$ cat src/design/simd_dec_config.svh
`ifndef SIMD_DEC_CONFIG_SVH
`define SIMD_DEC_CONFIG_SVH

// namespace operand fields
`define SIMD_NS_ID_W 3
`define SIMD_NS_INDEX_W 5

// instruction word layout
`define SIMD_OPCODE_W 4
`define SIMD_FN_W 4
`define SIMD_INST_W 32
// immediate of the control view, everything below opcode and fn
`define SIMD_IMM_W (`SIMD_INST_W - `SIMD_OPCODE_W - `SIMD_FN_W)

// instruction memory and group buffer
`define SIMD_IMEM_ADDR_W 10
`define SIMD_GROUP_ID_W 4

// single-level loop iteration count
`define SIMD_LOOP_CNT_W 12

`endif

$ cat src/design/simd_dec_pkg.sv
`include "simd_dec_config.svh"

package simd_dec_pkg;

	// opcodes the sequencer reacts to, all others are compute
	typedef enum logic [`SIMD_OPCODE_W-1:0] {
		OP_LD_ST   = 4'd5,
		OP_LOOP    = 4'd7,
		OP_PERMUTE = 4'd8,
		OP_SYNC    = 4'd10
	} opcode_e;

	// function codes
	localparam logic [`SIMD_FN_W-1:0] FN_LOOP_CFG = 4'd1;
	localparam logic [`SIMD_FN_W-1:0] FN_LOOP_START = 4'd2;
	localparam logic [`SIMD_FN_W-1:0] FN_LD_START = 4'd5;
	localparam logic [`SIMD_FN_W-1:0] FN_ST_START = 4'd13;
	localparam logic [`SIMD_FN_W-1:0] FN_PERMUTE_START = 4'd3;
	// sync ends the group when fn[3:1] matches this
	localparam logic [`SIMD_FN_W-2:0] FN_GROUP_END_HI = 3'b110;

	typedef struct packed {
		logic [`SIMD_NS_ID_W-1:0]    ns_id;
		logic [`SIMD_NS_INDEX_W-1:0] ns_index;
	} ns_operand_t;

	// operand view of an instruction
	typedef struct packed {
		logic [`SIMD_OPCODE_W-1:0] opcode;
		logic [`SIMD_FN_W-1:0]     fn;
		ns_operand_t               dest;
		ns_operand_t               src1;
		ns_operand_t               src2;
	} inst_fields_t;

	// control view, loop instructions carry an immediate
	typedef struct packed {
		logic [`SIMD_OPCODE_W-1:0] opcode;
		logic [`SIMD_FN_W-1:0]     fn;
		logic [`SIMD_IMM_W-1:0]    imm;
	} inst_ctrl_t;

	typedef union packed {
		inst_fields_t fields;
		inst_ctrl_t   ctrl;
	} inst_word_u;

	typedef struct packed {
		logic [`SIMD_OPCODE_W-1:0] opcode;
		logic [`SIMD_FN_W-1:0]     fn;
		ns_operand_t               dest;
		ns_operand_t               src1;
		ns_operand_t               src2;
	} dec_inst_t;

	typedef enum logic [2:0] {
		CLS_COMPUTE,
		CLS_LOOP_CFG,
		CLS_LOOP_START,
		CLS_LD,
		CLS_ST,
		CLS_PERMUTE,
		CLS_GROUP_END
	} inst_class_e;

endpackage

$ cat src/design/inst_field_decode.sv
`timescale 1ns/1ps
`include "simd_dec_config.svh"

module inst_field_decode
	import simd_dec_pkg::*;
(
	input  logic                   clk,
	input  logic                   reset,
	input  inst_word_u             inst_word,
	input  logic                   inst_valid,
	output dec_inst_t              dec_inst,
	output logic                   dec_valid,
	output inst_class_e            inst_class,
	output logic [`SIMD_IMM_W-1:0] loop_imm
);

	inst_word_u word_q;
	logic [`SIMD_OPCODE_W-1:0] opcode;
	logic [`SIMD_FN_W-1:0] fn;

	// capture on the memory's return pulse only
	always_ff @(posedge clk) begin
		if (inst_valid) begin
			word_q <= inst_word;
		end
	end

	always_ff @(posedge clk) begin
		if (reset) begin
			dec_valid <= 1'b0;
		end else begin
			dec_valid <= inst_valid;
		end
	end

	assign opcode = word_q.fields.opcode;
	assign fn = word_q.fields.fn;

	// operand view
	always_comb begin
		dec_inst.opcode = opcode;
		dec_inst.fn = fn;
		dec_inst.dest = word_q.fields.dest;
		dec_inst.src1 = word_q.fields.src1;
		dec_inst.src2 = word_q.fields.src2;
	end

	// control view, only meaningful for loop instructions
	assign loop_imm = word_q.ctrl.imm;

	always_comb begin
		inst_class = CLS_COMPUTE;
		if (opcode == OP_LOOP) begin
			if (fn == FN_LOOP_CFG) begin
				inst_class = CLS_LOOP_CFG;
			end else if (fn == FN_LOOP_START) begin
				inst_class = CLS_LOOP_START;
			end
		end else if (opcode == OP_LD_ST) begin
			if (fn == FN_LD_START) begin
				inst_class = CLS_LD;
			end else if (fn == FN_ST_START) begin
				inst_class = CLS_ST;
			end
		end else if (opcode == OP_PERMUTE && fn == FN_PERMUTE_START) begin
			inst_class = CLS_PERMUTE;
		end else if (opcode == OP_SYNC && fn[`SIMD_FN_W-1:1] == FN_GROUP_END_HI) begin
			inst_class = CLS_GROUP_END;
		end
	end

endmodule

$ cat src/design/loop_ctrl.sv
`timescale 1ns/1ps
`include "simd_dec_config.svh"

module loop_ctrl (
	input  logic                         clk,
	input  logic                         reset,
	input  logic                         loop_cfg_load,
	input  logic                         loop_arm,
	input  logic                         step,
	input  logic [`SIMD_IMEM_ADDR_W-1:0] pc,
	input  logic [`SIMD_IMM_W-1:0]       loop_imm,
	output logic [`SIMD_IMEM_ADDR_W-1:0] next_pc,
	output logic                         in_loop,
	output logic [`SIMD_LOOP_CNT_W-1:0]  iteration
);

	logic [`SIMD_LOOP_CNT_W-1:0] loop_n;
	logic [`SIMD_LOOP_CNT_W-1:0] iter_cnt;
	logic [`SIMD_LOOP_CNT_W-1:0] cfg_n;
	logic [`SIMD_IMEM_ADDR_W-1:0] body_len;
	logic [`SIMD_IMEM_ADDR_W-1:0] body_start;
	logic [`SIMD_IMEM_ADDR_W-1:0] body_end;
	logic at_body_end;
	logic last_pass;

	assign cfg_n = loop_imm[`SIMD_LOOP_CNT_W-1:0];
	assign body_len = loop_imm[`SIMD_IMEM_ADDR_W-1:0];
	assign at_body_end = in_loop && (pc == body_end);
	assign last_pass = (iter_cnt == loop_n);

	// iteration count, zero is taken as a single pass
	always_ff @(posedge clk) begin
		if (reset) begin
			loop_n <= `SIMD_LOOP_CNT_W'(1);
		end else if (loop_cfg_load) begin
			loop_n <= (cfg_n == '0) ? `SIMD_LOOP_CNT_W'(1) : cfg_n;
		end
	end

	// body bounds relative to the loop-start address
	always_ff @(posedge clk) begin
		if (loop_arm) begin
			body_start <= pc + 1'b1;
			body_end <= pc + body_len;
		end
	end

	always_ff @(posedge clk) begin
		if (reset) begin
			in_loop <= 1'b0;
			iter_cnt <= '0;
		end else if (loop_arm) begin
			// empty body just falls through
			in_loop <= (body_len != '0);
			iter_cnt <= `SIMD_LOOP_CNT_W'(1);
		end else if (step && at_body_end) begin
			if (last_pass) begin
				in_loop <= 1'b0;
			end else begin
				iter_cnt <= iter_cnt + 1'b1;
			end
		end
	end

	// jump back unless this was the last pass
	assign next_pc = (at_body_end && !last_pass) ? body_start : pc + 1'b1;

	assign iteration = in_loop ? iter_cnt : '0;

endmodule

$ cat src/design/inst_seq_fsm.sv
`timescale 1ns/1ps
`include "simd_dec_config.svh"

module inst_seq_fsm
	import simd_dec_pkg::*;
(
	input  logic                         clk,
	input  logic                         reset,
	input  logic                         start,
	input  logic [`SIMD_GROUP_ID_W-1:0]  group_id,
	input  logic [`SIMD_IMEM_ADDR_W-1:0] grp_rd_data,
	input  logic                         grp_rd_valid,
	input  logic                         dec_valid,
	input  inst_class_e                  inst_class,
	input  logic [`SIMD_IMEM_ADDR_W-1:0] next_pc,
	input  logic                         ld_done,
	input  logic                         st_done,
	input  logic                         shuffle_done,
	output logic                         grp_rd_req,
	output logic [`SIMD_GROUP_ID_W-1:0]  grp_rd_addr,
	output logic                         imem_rd_req,
	output logic [`SIMD_IMEM_ADDR_W-1:0] imem_rd_addr,
	output logic [`SIMD_IMEM_ADDR_W-1:0] pc,
	output logic                         loop_cfg_load,
	output logic                         loop_arm,
	output logic                         step,
	output logic                         ready,
	output logic                         stall,
	output logic                         in_ld_st,
	output logic                         in_shuffle,
	output logic                         done
);

	typedef enum logic [2:0] {
		IDLE,
		GROUP_ADDR,
		FETCH,
		WAIT_INST,
		WAIT_LD,
		WAIT_ST,
		WAIT_PERMUTE
	} state_e;

	state_e state;
	state_e state_d;
	logic [`SIMD_IMEM_ADDR_W-1:0] pc_d;
	logic finish;
	logic unit_done;

	// a done pulse only counts in its own wait state
	always_comb begin
		case (state)
			WAIT_LD: unit_done = ld_done;
			WAIT_ST: unit_done = st_done;
			WAIT_PERMUTE: unit_done = shuffle_done;
			default: unit_done = 1'b0;
		endcase
	end

	always_comb begin
		state_d = state;
		pc_d = pc;
		step = 1'b0;
		loop_cfg_load = 1'b0;
		loop_arm = 1'b0;
		finish = 1'b0;
		case (state)
			IDLE: begin
				if (start) begin
					state_d = GROUP_ADDR;
				end
			end
			GROUP_ADDR: begin
				if (grp_rd_valid) begin
					pc_d = grp_rd_data;
					state_d = FETCH;
				end
			end
			FETCH: begin
				state_d = WAIT_INST;
			end
			WAIT_INST: begin
				if (dec_valid) begin
					case (inst_class)
						CLS_LD: state_d = WAIT_LD;
						CLS_ST: state_d = WAIT_ST;
						CLS_PERMUTE: state_d = WAIT_PERMUTE;
						CLS_GROUP_END: begin
							finish = 1'b1;
							state_d = IDLE;
						end
						default: begin
							// compute and loop instructions move straight on
							loop_cfg_load = (inst_class == CLS_LOOP_CFG);
							loop_arm = (inst_class == CLS_LOOP_START);
							step = 1'b1;
							pc_d = next_pc;
							state_d = FETCH;
						end
					endcase
				end
			end
			WAIT_LD, WAIT_ST, WAIT_PERMUTE: begin
				if (unit_done) begin
					step = 1'b1;
					pc_d = next_pc;
					state_d = FETCH;
				end
			end
			default: state_d = IDLE;
		endcase
	end

	always_ff @(posedge clk) begin
		if (reset) begin
			state <= IDLE;
			pc <= '0;
			done <= 1'b0;
		end else begin
			state <= state_d;
			pc <= pc_d;
			done <= finish;
		end
	end

	// group number held for the whole lookup
	always_ff @(posedge clk) begin
		if (ready && start) begin
			grp_rd_addr <= group_id;
		end
	end

	assign grp_rd_req = (state == GROUP_ADDR);
	assign imem_rd_req = (state == FETCH);
	assign imem_rd_addr = pc;

	assign ready = (state == IDLE);
	assign stall = state inside {WAIT_LD, WAIT_ST, WAIT_PERMUTE};
	assign in_ld_st = (state == WAIT_LD) || (state == WAIT_ST);
	assign in_shuffle = (state == WAIT_PERMUTE);

endmodule

$ cat src/design/simd_inst_decoder.sv
`timescale 1ns/1ps
`include "simd_dec_config.svh"

module simd_inst_decoder
	import simd_dec_pkg::*;
(
	input  logic                         clk,
	input  logic                         reset,
	input  logic                         start,
	input  logic [`SIMD_GROUP_ID_W-1:0]  group_id,
	input  logic [`SIMD_IMEM_ADDR_W-1:0] grp_rd_data,
	input  logic                         grp_rd_valid,
	input  logic [`SIMD_INST_W-1:0]      inst_word,
	input  logic                         inst_valid,
	input  logic                         ld_done,
	input  logic                         st_done,
	input  logic                         shuffle_done,
	output logic                         ready,
	output logic                         grp_rd_req,
	output logic [`SIMD_GROUP_ID_W-1:0]  grp_rd_addr,
	output logic                         imem_rd_req,
	output logic [`SIMD_IMEM_ADDR_W-1:0] imem_rd_addr,
	output dec_inst_t                    dec_inst,
	output logic                         dec_valid,
	output logic                         stall,
	output logic                         in_ld_st,
	output logic                         in_shuffle,
	output logic                         in_loop,
	output logic [`SIMD_LOOP_CNT_W-1:0]  iteration,
	output logic                         done
);

	inst_class_e inst_class;
	logic [`SIMD_IMM_W-1:0] loop_imm;
	logic [`SIMD_IMEM_ADDR_W-1:0] pc;
	logic [`SIMD_IMEM_ADDR_W-1:0] next_pc;
	logic loop_cfg_load;
	logic loop_arm;
	logic step;

	// raw memory word enters as the two-view union
	inst_field_decode field_decode_i (
		.clk        (clk),
		.reset      (reset),
		.inst_word  (inst_word),
		.inst_valid (inst_valid),
		.dec_inst   (dec_inst),
		.dec_valid  (dec_valid),
		.inst_class (inst_class),
		.loop_imm   (loop_imm)
	);

	loop_ctrl loop_ctrl_i (
		.clk           (clk),
		.reset         (reset),
		.loop_cfg_load (loop_cfg_load),
		.loop_arm      (loop_arm),
		.step          (step),
		.pc            (pc),
		.loop_imm      (loop_imm),
		.next_pc       (next_pc),
		.in_loop       (in_loop),
		.iteration     (iteration)
	);

	inst_seq_fsm seq_fsm_i (
		.clk           (clk),
		.reset         (reset),
		.start         (start),
		.group_id      (group_id),
		.grp_rd_data   (grp_rd_data),
		.grp_rd_valid  (grp_rd_valid),
		.dec_valid     (dec_valid),
		.inst_class    (inst_class),
		.next_pc       (next_pc),
		.ld_done       (ld_done),
		.st_done       (st_done),
		.shuffle_done  (shuffle_done),
		.grp_rd_req    (grp_rd_req),
		.grp_rd_addr   (grp_rd_addr),
		.imem_rd_req   (imem_rd_req),
		.imem_rd_addr  (imem_rd_addr),
		.pc            (pc),
		.loop_cfg_load (loop_cfg_load),
		.loop_arm      (loop_arm),
		.step          (step),
		.ready         (ready),
		.stall         (stall),
		.in_ld_st      (in_ld_st),
		.in_shuffle    (in_shuffle),
		.done          (done)
	);

endmodule

$ cat config.mk
export PLATFORM = sky130hd
export DESIGN_NAME = simd_inst_decoder
export DESIGN_NICKNAME = d
export VERILOG_FILES = /design/src/design/simd_dec_pkg.sv /design/src/design/inst_field_decode.sv /design/src/design/loop_ctrl.sv /design/src/design/inst_seq_fsm.sv /design/src/design/simd_inst_decoder.sv
export VERILOG_INCLUDE_DIRS = /design/src /design/src/design
export SDC_FILE = /design/constraint.sdc
export NUM_CORES = 1
export LEC_CHECK = 0
export ABC_AREA = 0
export BUFFER_PORTS_ARGS = -buffer_cell sky130_fd_sc_hd__clkbuf_2
export CAP_MARGIN = 10
export CORE_MARGIN = 5
export CORE_UTILIZATION = 40
export CTS_BUF_LIST = sky130_fd_sc_hd__clkbuf_2 sky130_fd_sc_hd__clkbuf_4 sky130_fd_sc_hd__clkbuf_8
export CTS_CLUSTER_DIAMETER = 200
export DETAILED_ROUTE_END_ITERATION = 10
export GPL_TIMING_DRIVEN = 0
export PLACE_DENSITY = 0.7
export SYNTH_ARGS = -nofsm -noshare
export SYNTH_HDL_FRONTEND = slang
export SYNTH_SLANG_ARGS = --single-unit
$ cat constraint.sdc
create_clock -name clk -period 2.8 [get_ports clk]
set_input_delay 0.42 -clock clk [delete_from_list [all_inputs] [get_ports clk]]
set_output_delay 0.42 -clock clk [all_outputs]
set_load 0.005 [all_outputs]
==> key figures <==
Timing
  • Max_slew headroom: 45.9%
  • Slew @ Worst Pin: 0.812 ns
  • Hold Violations, Final: 0
  • TNS Setup: 0 ns
  • Tcrit/Tclk final: 94.1%
  • Final max-slew violation count: 0
  • Min Tclk post-route: 2.64 ns
  • Skew final: 0.0124 ns
  • RSZ-0062 raised after global routing: no
  • Final setup viols: 0
  • Fmax: 380 MHz

Logic synthesis
  • Cells after Synth: 440
  • Synth warn: 0
  • Ys async rst share: 0%
  • Mean Syn Cell Area: 10.9 um^2
  • Sequential area share after synthesis: 52.0%
  • Synth unique cells: 60
  • Post-synth EDFFs: 56
  • Mapped cell area: 0.00478 mm^2
  • Syn_nets: 506
  • Ys flop type: edfxtp_1
  • Synth Register Bits: 96

Placement
  • Dpl hpwl: 8.97 mm
  • GPL Wtd Cong: 0.828
  • Placed Cells incl. Taps: 707
  • Port Buf Inserts: 120

Critical path
  • CP max FO: 10
  • Reg2Reg Capture Point: seq_fsm_i.imem_rd_addr[4]
  • R2r worst-path depth: 8
  • Crit-path leading delay family: simple AND/OR/NAND/NOR gates
  • FF-to-FF setup slack: 0.16 ns
  • Worst path arrival time: 2.92 ns
  • Reg-to-reg startpoint: seq_fsm_i.imem_rd_addr[3]
  • Crit path launch type: flip-flop
  • Critical path class: reg2reg
  • Worst EP required: 3.08 ns
  • Setup crit end kind: flip-flop
  • Crit-path max cell delay: 0.45 ns
  • CP max stage cell: or3_1
  • WP buf/inv: 2
  • Crit-path cells: clkbuf_1 -> xnor2_1 -> nand4_1 -> or3_1 -> nor2b_1 -> buf_2 -> mux2_2 -> a31oi_1

Power
  • Max IR drop VDD: 369 uV
  • Net Sw Frac: 27.4%
  • Int Pwr: 2090 uW
  • Tot Pwr: 2880 uW
  • Leak Pwr: 0.00245 uW
  • NetSw: 789 uW
  • Power per cell area: 500 mW/mm^2
  • Clock power frac: 31.3%
  • Flop pwr share: 56.8%
  • Comb pwr share: 11.9%

Min path
  • Worst Hold End: field_decode_i.dec_inst[22]
  • Hold path depth: 1
  • Worst hold path type: in2reg
  • Hold_sp: inst_word[22]

Layout
  • Commonest cells after routing, fill and taps aside: clkbuf_2 (120), edfxtp_1 (56), dfxtp_1 (40), nand2_1 (36), nor2_1 (32)
  • Register area: 0.00248 mm^2
  • Filler cells: 1,105
  • Area of the multi-input gates: 0.00217 mm^2
  • Commonest non-fill, non-tap cell in the layout: clkbuf_2
  • Post-route insts no fill: 723
  • Layout cell share with drive strength beyond 1: 29.3%
  • Post-Route Utilization: 48.5%
  • Nets: 637
  • Layout area overhead: 20.4%
  • N_diodes: 0

Global route
  • M2 GR Usage: 26.8%
  • Number of global-route vias before repair: 3,871
  • Remaining global-route overflow: 0
  • Largest net degree at the start of global routing: 34
  • Total track usage: 16.7%
  • Met1 Track Usage GR: 21.0%
  • Met3 Use GR: 3.89%
  • GRT busiest layer: met2
  • First-pass GRT wire length: 19.0 mm
  • Antenna violations before repair: 0

Clock network
  • CTS-repair resized insts: 0
  • Clock transition at path regs: 0.10 ns
  • Setup Fix Bufs, Post-CTS: 0
  • CTS Hold Buffers Added: 0
  • Clk sinks: 96
  • H-tree levels: 3
  • CTS Buffer Depth: 2
  • Root buffer cell: clkbuf_8
  • TritonCTS Buffers: 9
  • Clock latency on the worst-skew pair: 0.38 ns
  • CTS tree: yes

Detailed routing
  • Post-Route WL: 11.8 mm
  • DR vias/cell: 5.35
  • Number of iterations in the first detailed-routing pass: 4
  • DRT iter0 DRCs: 191
  • Routed Antenna Nets: 0
  • Wire per inst: 16.3 um
  • DR vias: 3,870
  • DRC violations left: 0

Floorplan
  • DIE WIDTH: 119 um
  • Starting Density: 40.3%
  • Die ar.: 0.0142 mm^2
  • FP Rows: 40
  • Top-Level Pins: 121
  • Core area: 0.0119 mm^2
  • Die height: 119 um

Outcome
  • Status: completed

Flow run
  • Max-cap violations: 0
-- cells in the mapped netlist, types with 3 or more instances --
| cell type | number | area share [%] |
|---|---|---|
| a21oi_1 | 19 | 2.0 |
| a31oi_1 | 8 | 1.0 |
| and2_1 | 15 | 2.0 |
| and3_1 | 6 | 0.79 |
| and3b_1 | 4 | 0.73 |
| buf_2 | 7 | 0.73 |
| clkbuf_1 | 10 | 0.79 |
| dfxtp_1 | 40 | 17 |
| edfxtp_1 | 56 | 35 |
| ha_1 | 11 | 2.9 |
| inv_1 | 10 | 0.79 |
| mux2_2 | 10 | 2.4 |
| mux2i_1 | 13 | 2.7 |
| nand2_1 | 36 | 2.8 |
| nand3_1 | 10 | 1.0 |
| nand4_1 | 7 | 0.92 |
| nor2_1 | 32 | 2.5 |
| nor2b_1 | 7 | 0.92 |
| nor3_1 | 6 | 0.63 |
| nor3b_1 | 3 | 0.47 |
| nor4_1 | 6 | 0.79 |
| o211ai_1 | 6 | 0.94 |
| o21ai_0 | 24 | 2.5 |
| or3_1 | 5 | 0.65 |
| or3b_2 | 3 | 0.55 |
| or4_1 | 7 | 1.1 |
| xnor2_1 | 18 | 3.3 |
| xor2_1 | 20 | 3.7 |
-- registers in the layout, indices dropped and copies added, names as in the netlist --
register / count
field_decode_i.dec_inst: 32
loop_ctrl_i.loop_n: 12
seq_fsm_i.state: 3
loop_ctrl_i.in_loop: 1
seq_fsm_i.imem_rd_addr: 10
loop_ctrl_i.body_start: 10
seq_fsm_i.done: 1
loop_ctrl_i.body_end: 10
seq_fsm_i.grp_rd_addr: 4
loop_ctrl_i.iter_cnt: 12
field_decode_i.dec_valid: 1
-- how the worst max path moves through the flow --
stage / startpoint / to / cells after the start
floorplan: field_decode_i.dec_inst[30] / loop_ctrl_i.body_end[0] / 4
global placement: seq_fsm_i.imem_rd_addr[3] / seq_fsm_i.imem_rd_addr[3] / 8
detailed placement: seq_fsm_i.imem_rd_addr[3] / seq_fsm_i.imem_rd_addr[4] / 8
CTS: seq_fsm_i.imem_rd_addr[3] / seq_fsm_i.imem_rd_addr[4] / 8
global route: seq_fsm_i.imem_rd_addr[3] / seq_fsm_i.imem_rd_addr[4] / 8
finish: seq_fsm_i.imem_rd_addr[3] / seq_fsm_i.imem_rd_addr[4] / 8
-- area by class of cell --
class,instances,share of cell area [%]
clock buffer,10,2.28
clock inverter,6,1.02
sequential,96,43.1
tap,147,3.20
inverter,10,0.652
buffer,19,1.52
timing repair buffer,120,10.4
multi-input combinational,315,37.7
-- worst register-to-register path, delay by kind of cell, from the launching register on --
kind	cells	cell delay (ns)
compound gates	1	0.24
xor+xnor	1	0.17
buf+inv	2	0.55
flops	1	0.39
mux	1	0.36
simple gates	3	0.83
-- power by group through the flow --
stage | clock (uW) | combinational (uW) | sequential [uW]
floorplan | 0 | 191 | 1650
global placement | 0 | 330 | 1660
detailed placement | 0 | 345 | 1670
CTS | 934 | 347 | 1630
global route | 989 | 386 | 1640
finish | 902 | 343 | 1630
-- routing by layer --
metal / vias up / wire, um
met5: - / 0
met4: 0 / 326
met3: 26 / 579
met2: 107 / 5600
met1: 1849 / 5300
li1: 1888 / -
-- per-stage QoR --
step	hold slack, ns	cell area, um^2	setup WS [ns]
floorplan	0.474	4780	0.657
global placement	0.486	5560	0.242
detailed placement	0.503	5560	0.236
CTS	0.180	5750	0.191
global route	0.170	5750	0.0404
finish	0.204	5750	0.165
-- kinds of logic after synthesis --
kind of cell / after synthesis / synth area share [%]
compound gates: 82 / 11.5
xor+xnor: 38 / 6.97
fa+ha+maj: 12 / 3.30
buf+inv: 29 / 2.62
flops: 96 / 52.0
mux: 23 / 5.08
simple gates: 160 / 18.6
Power figures use the tool's default switching activity.
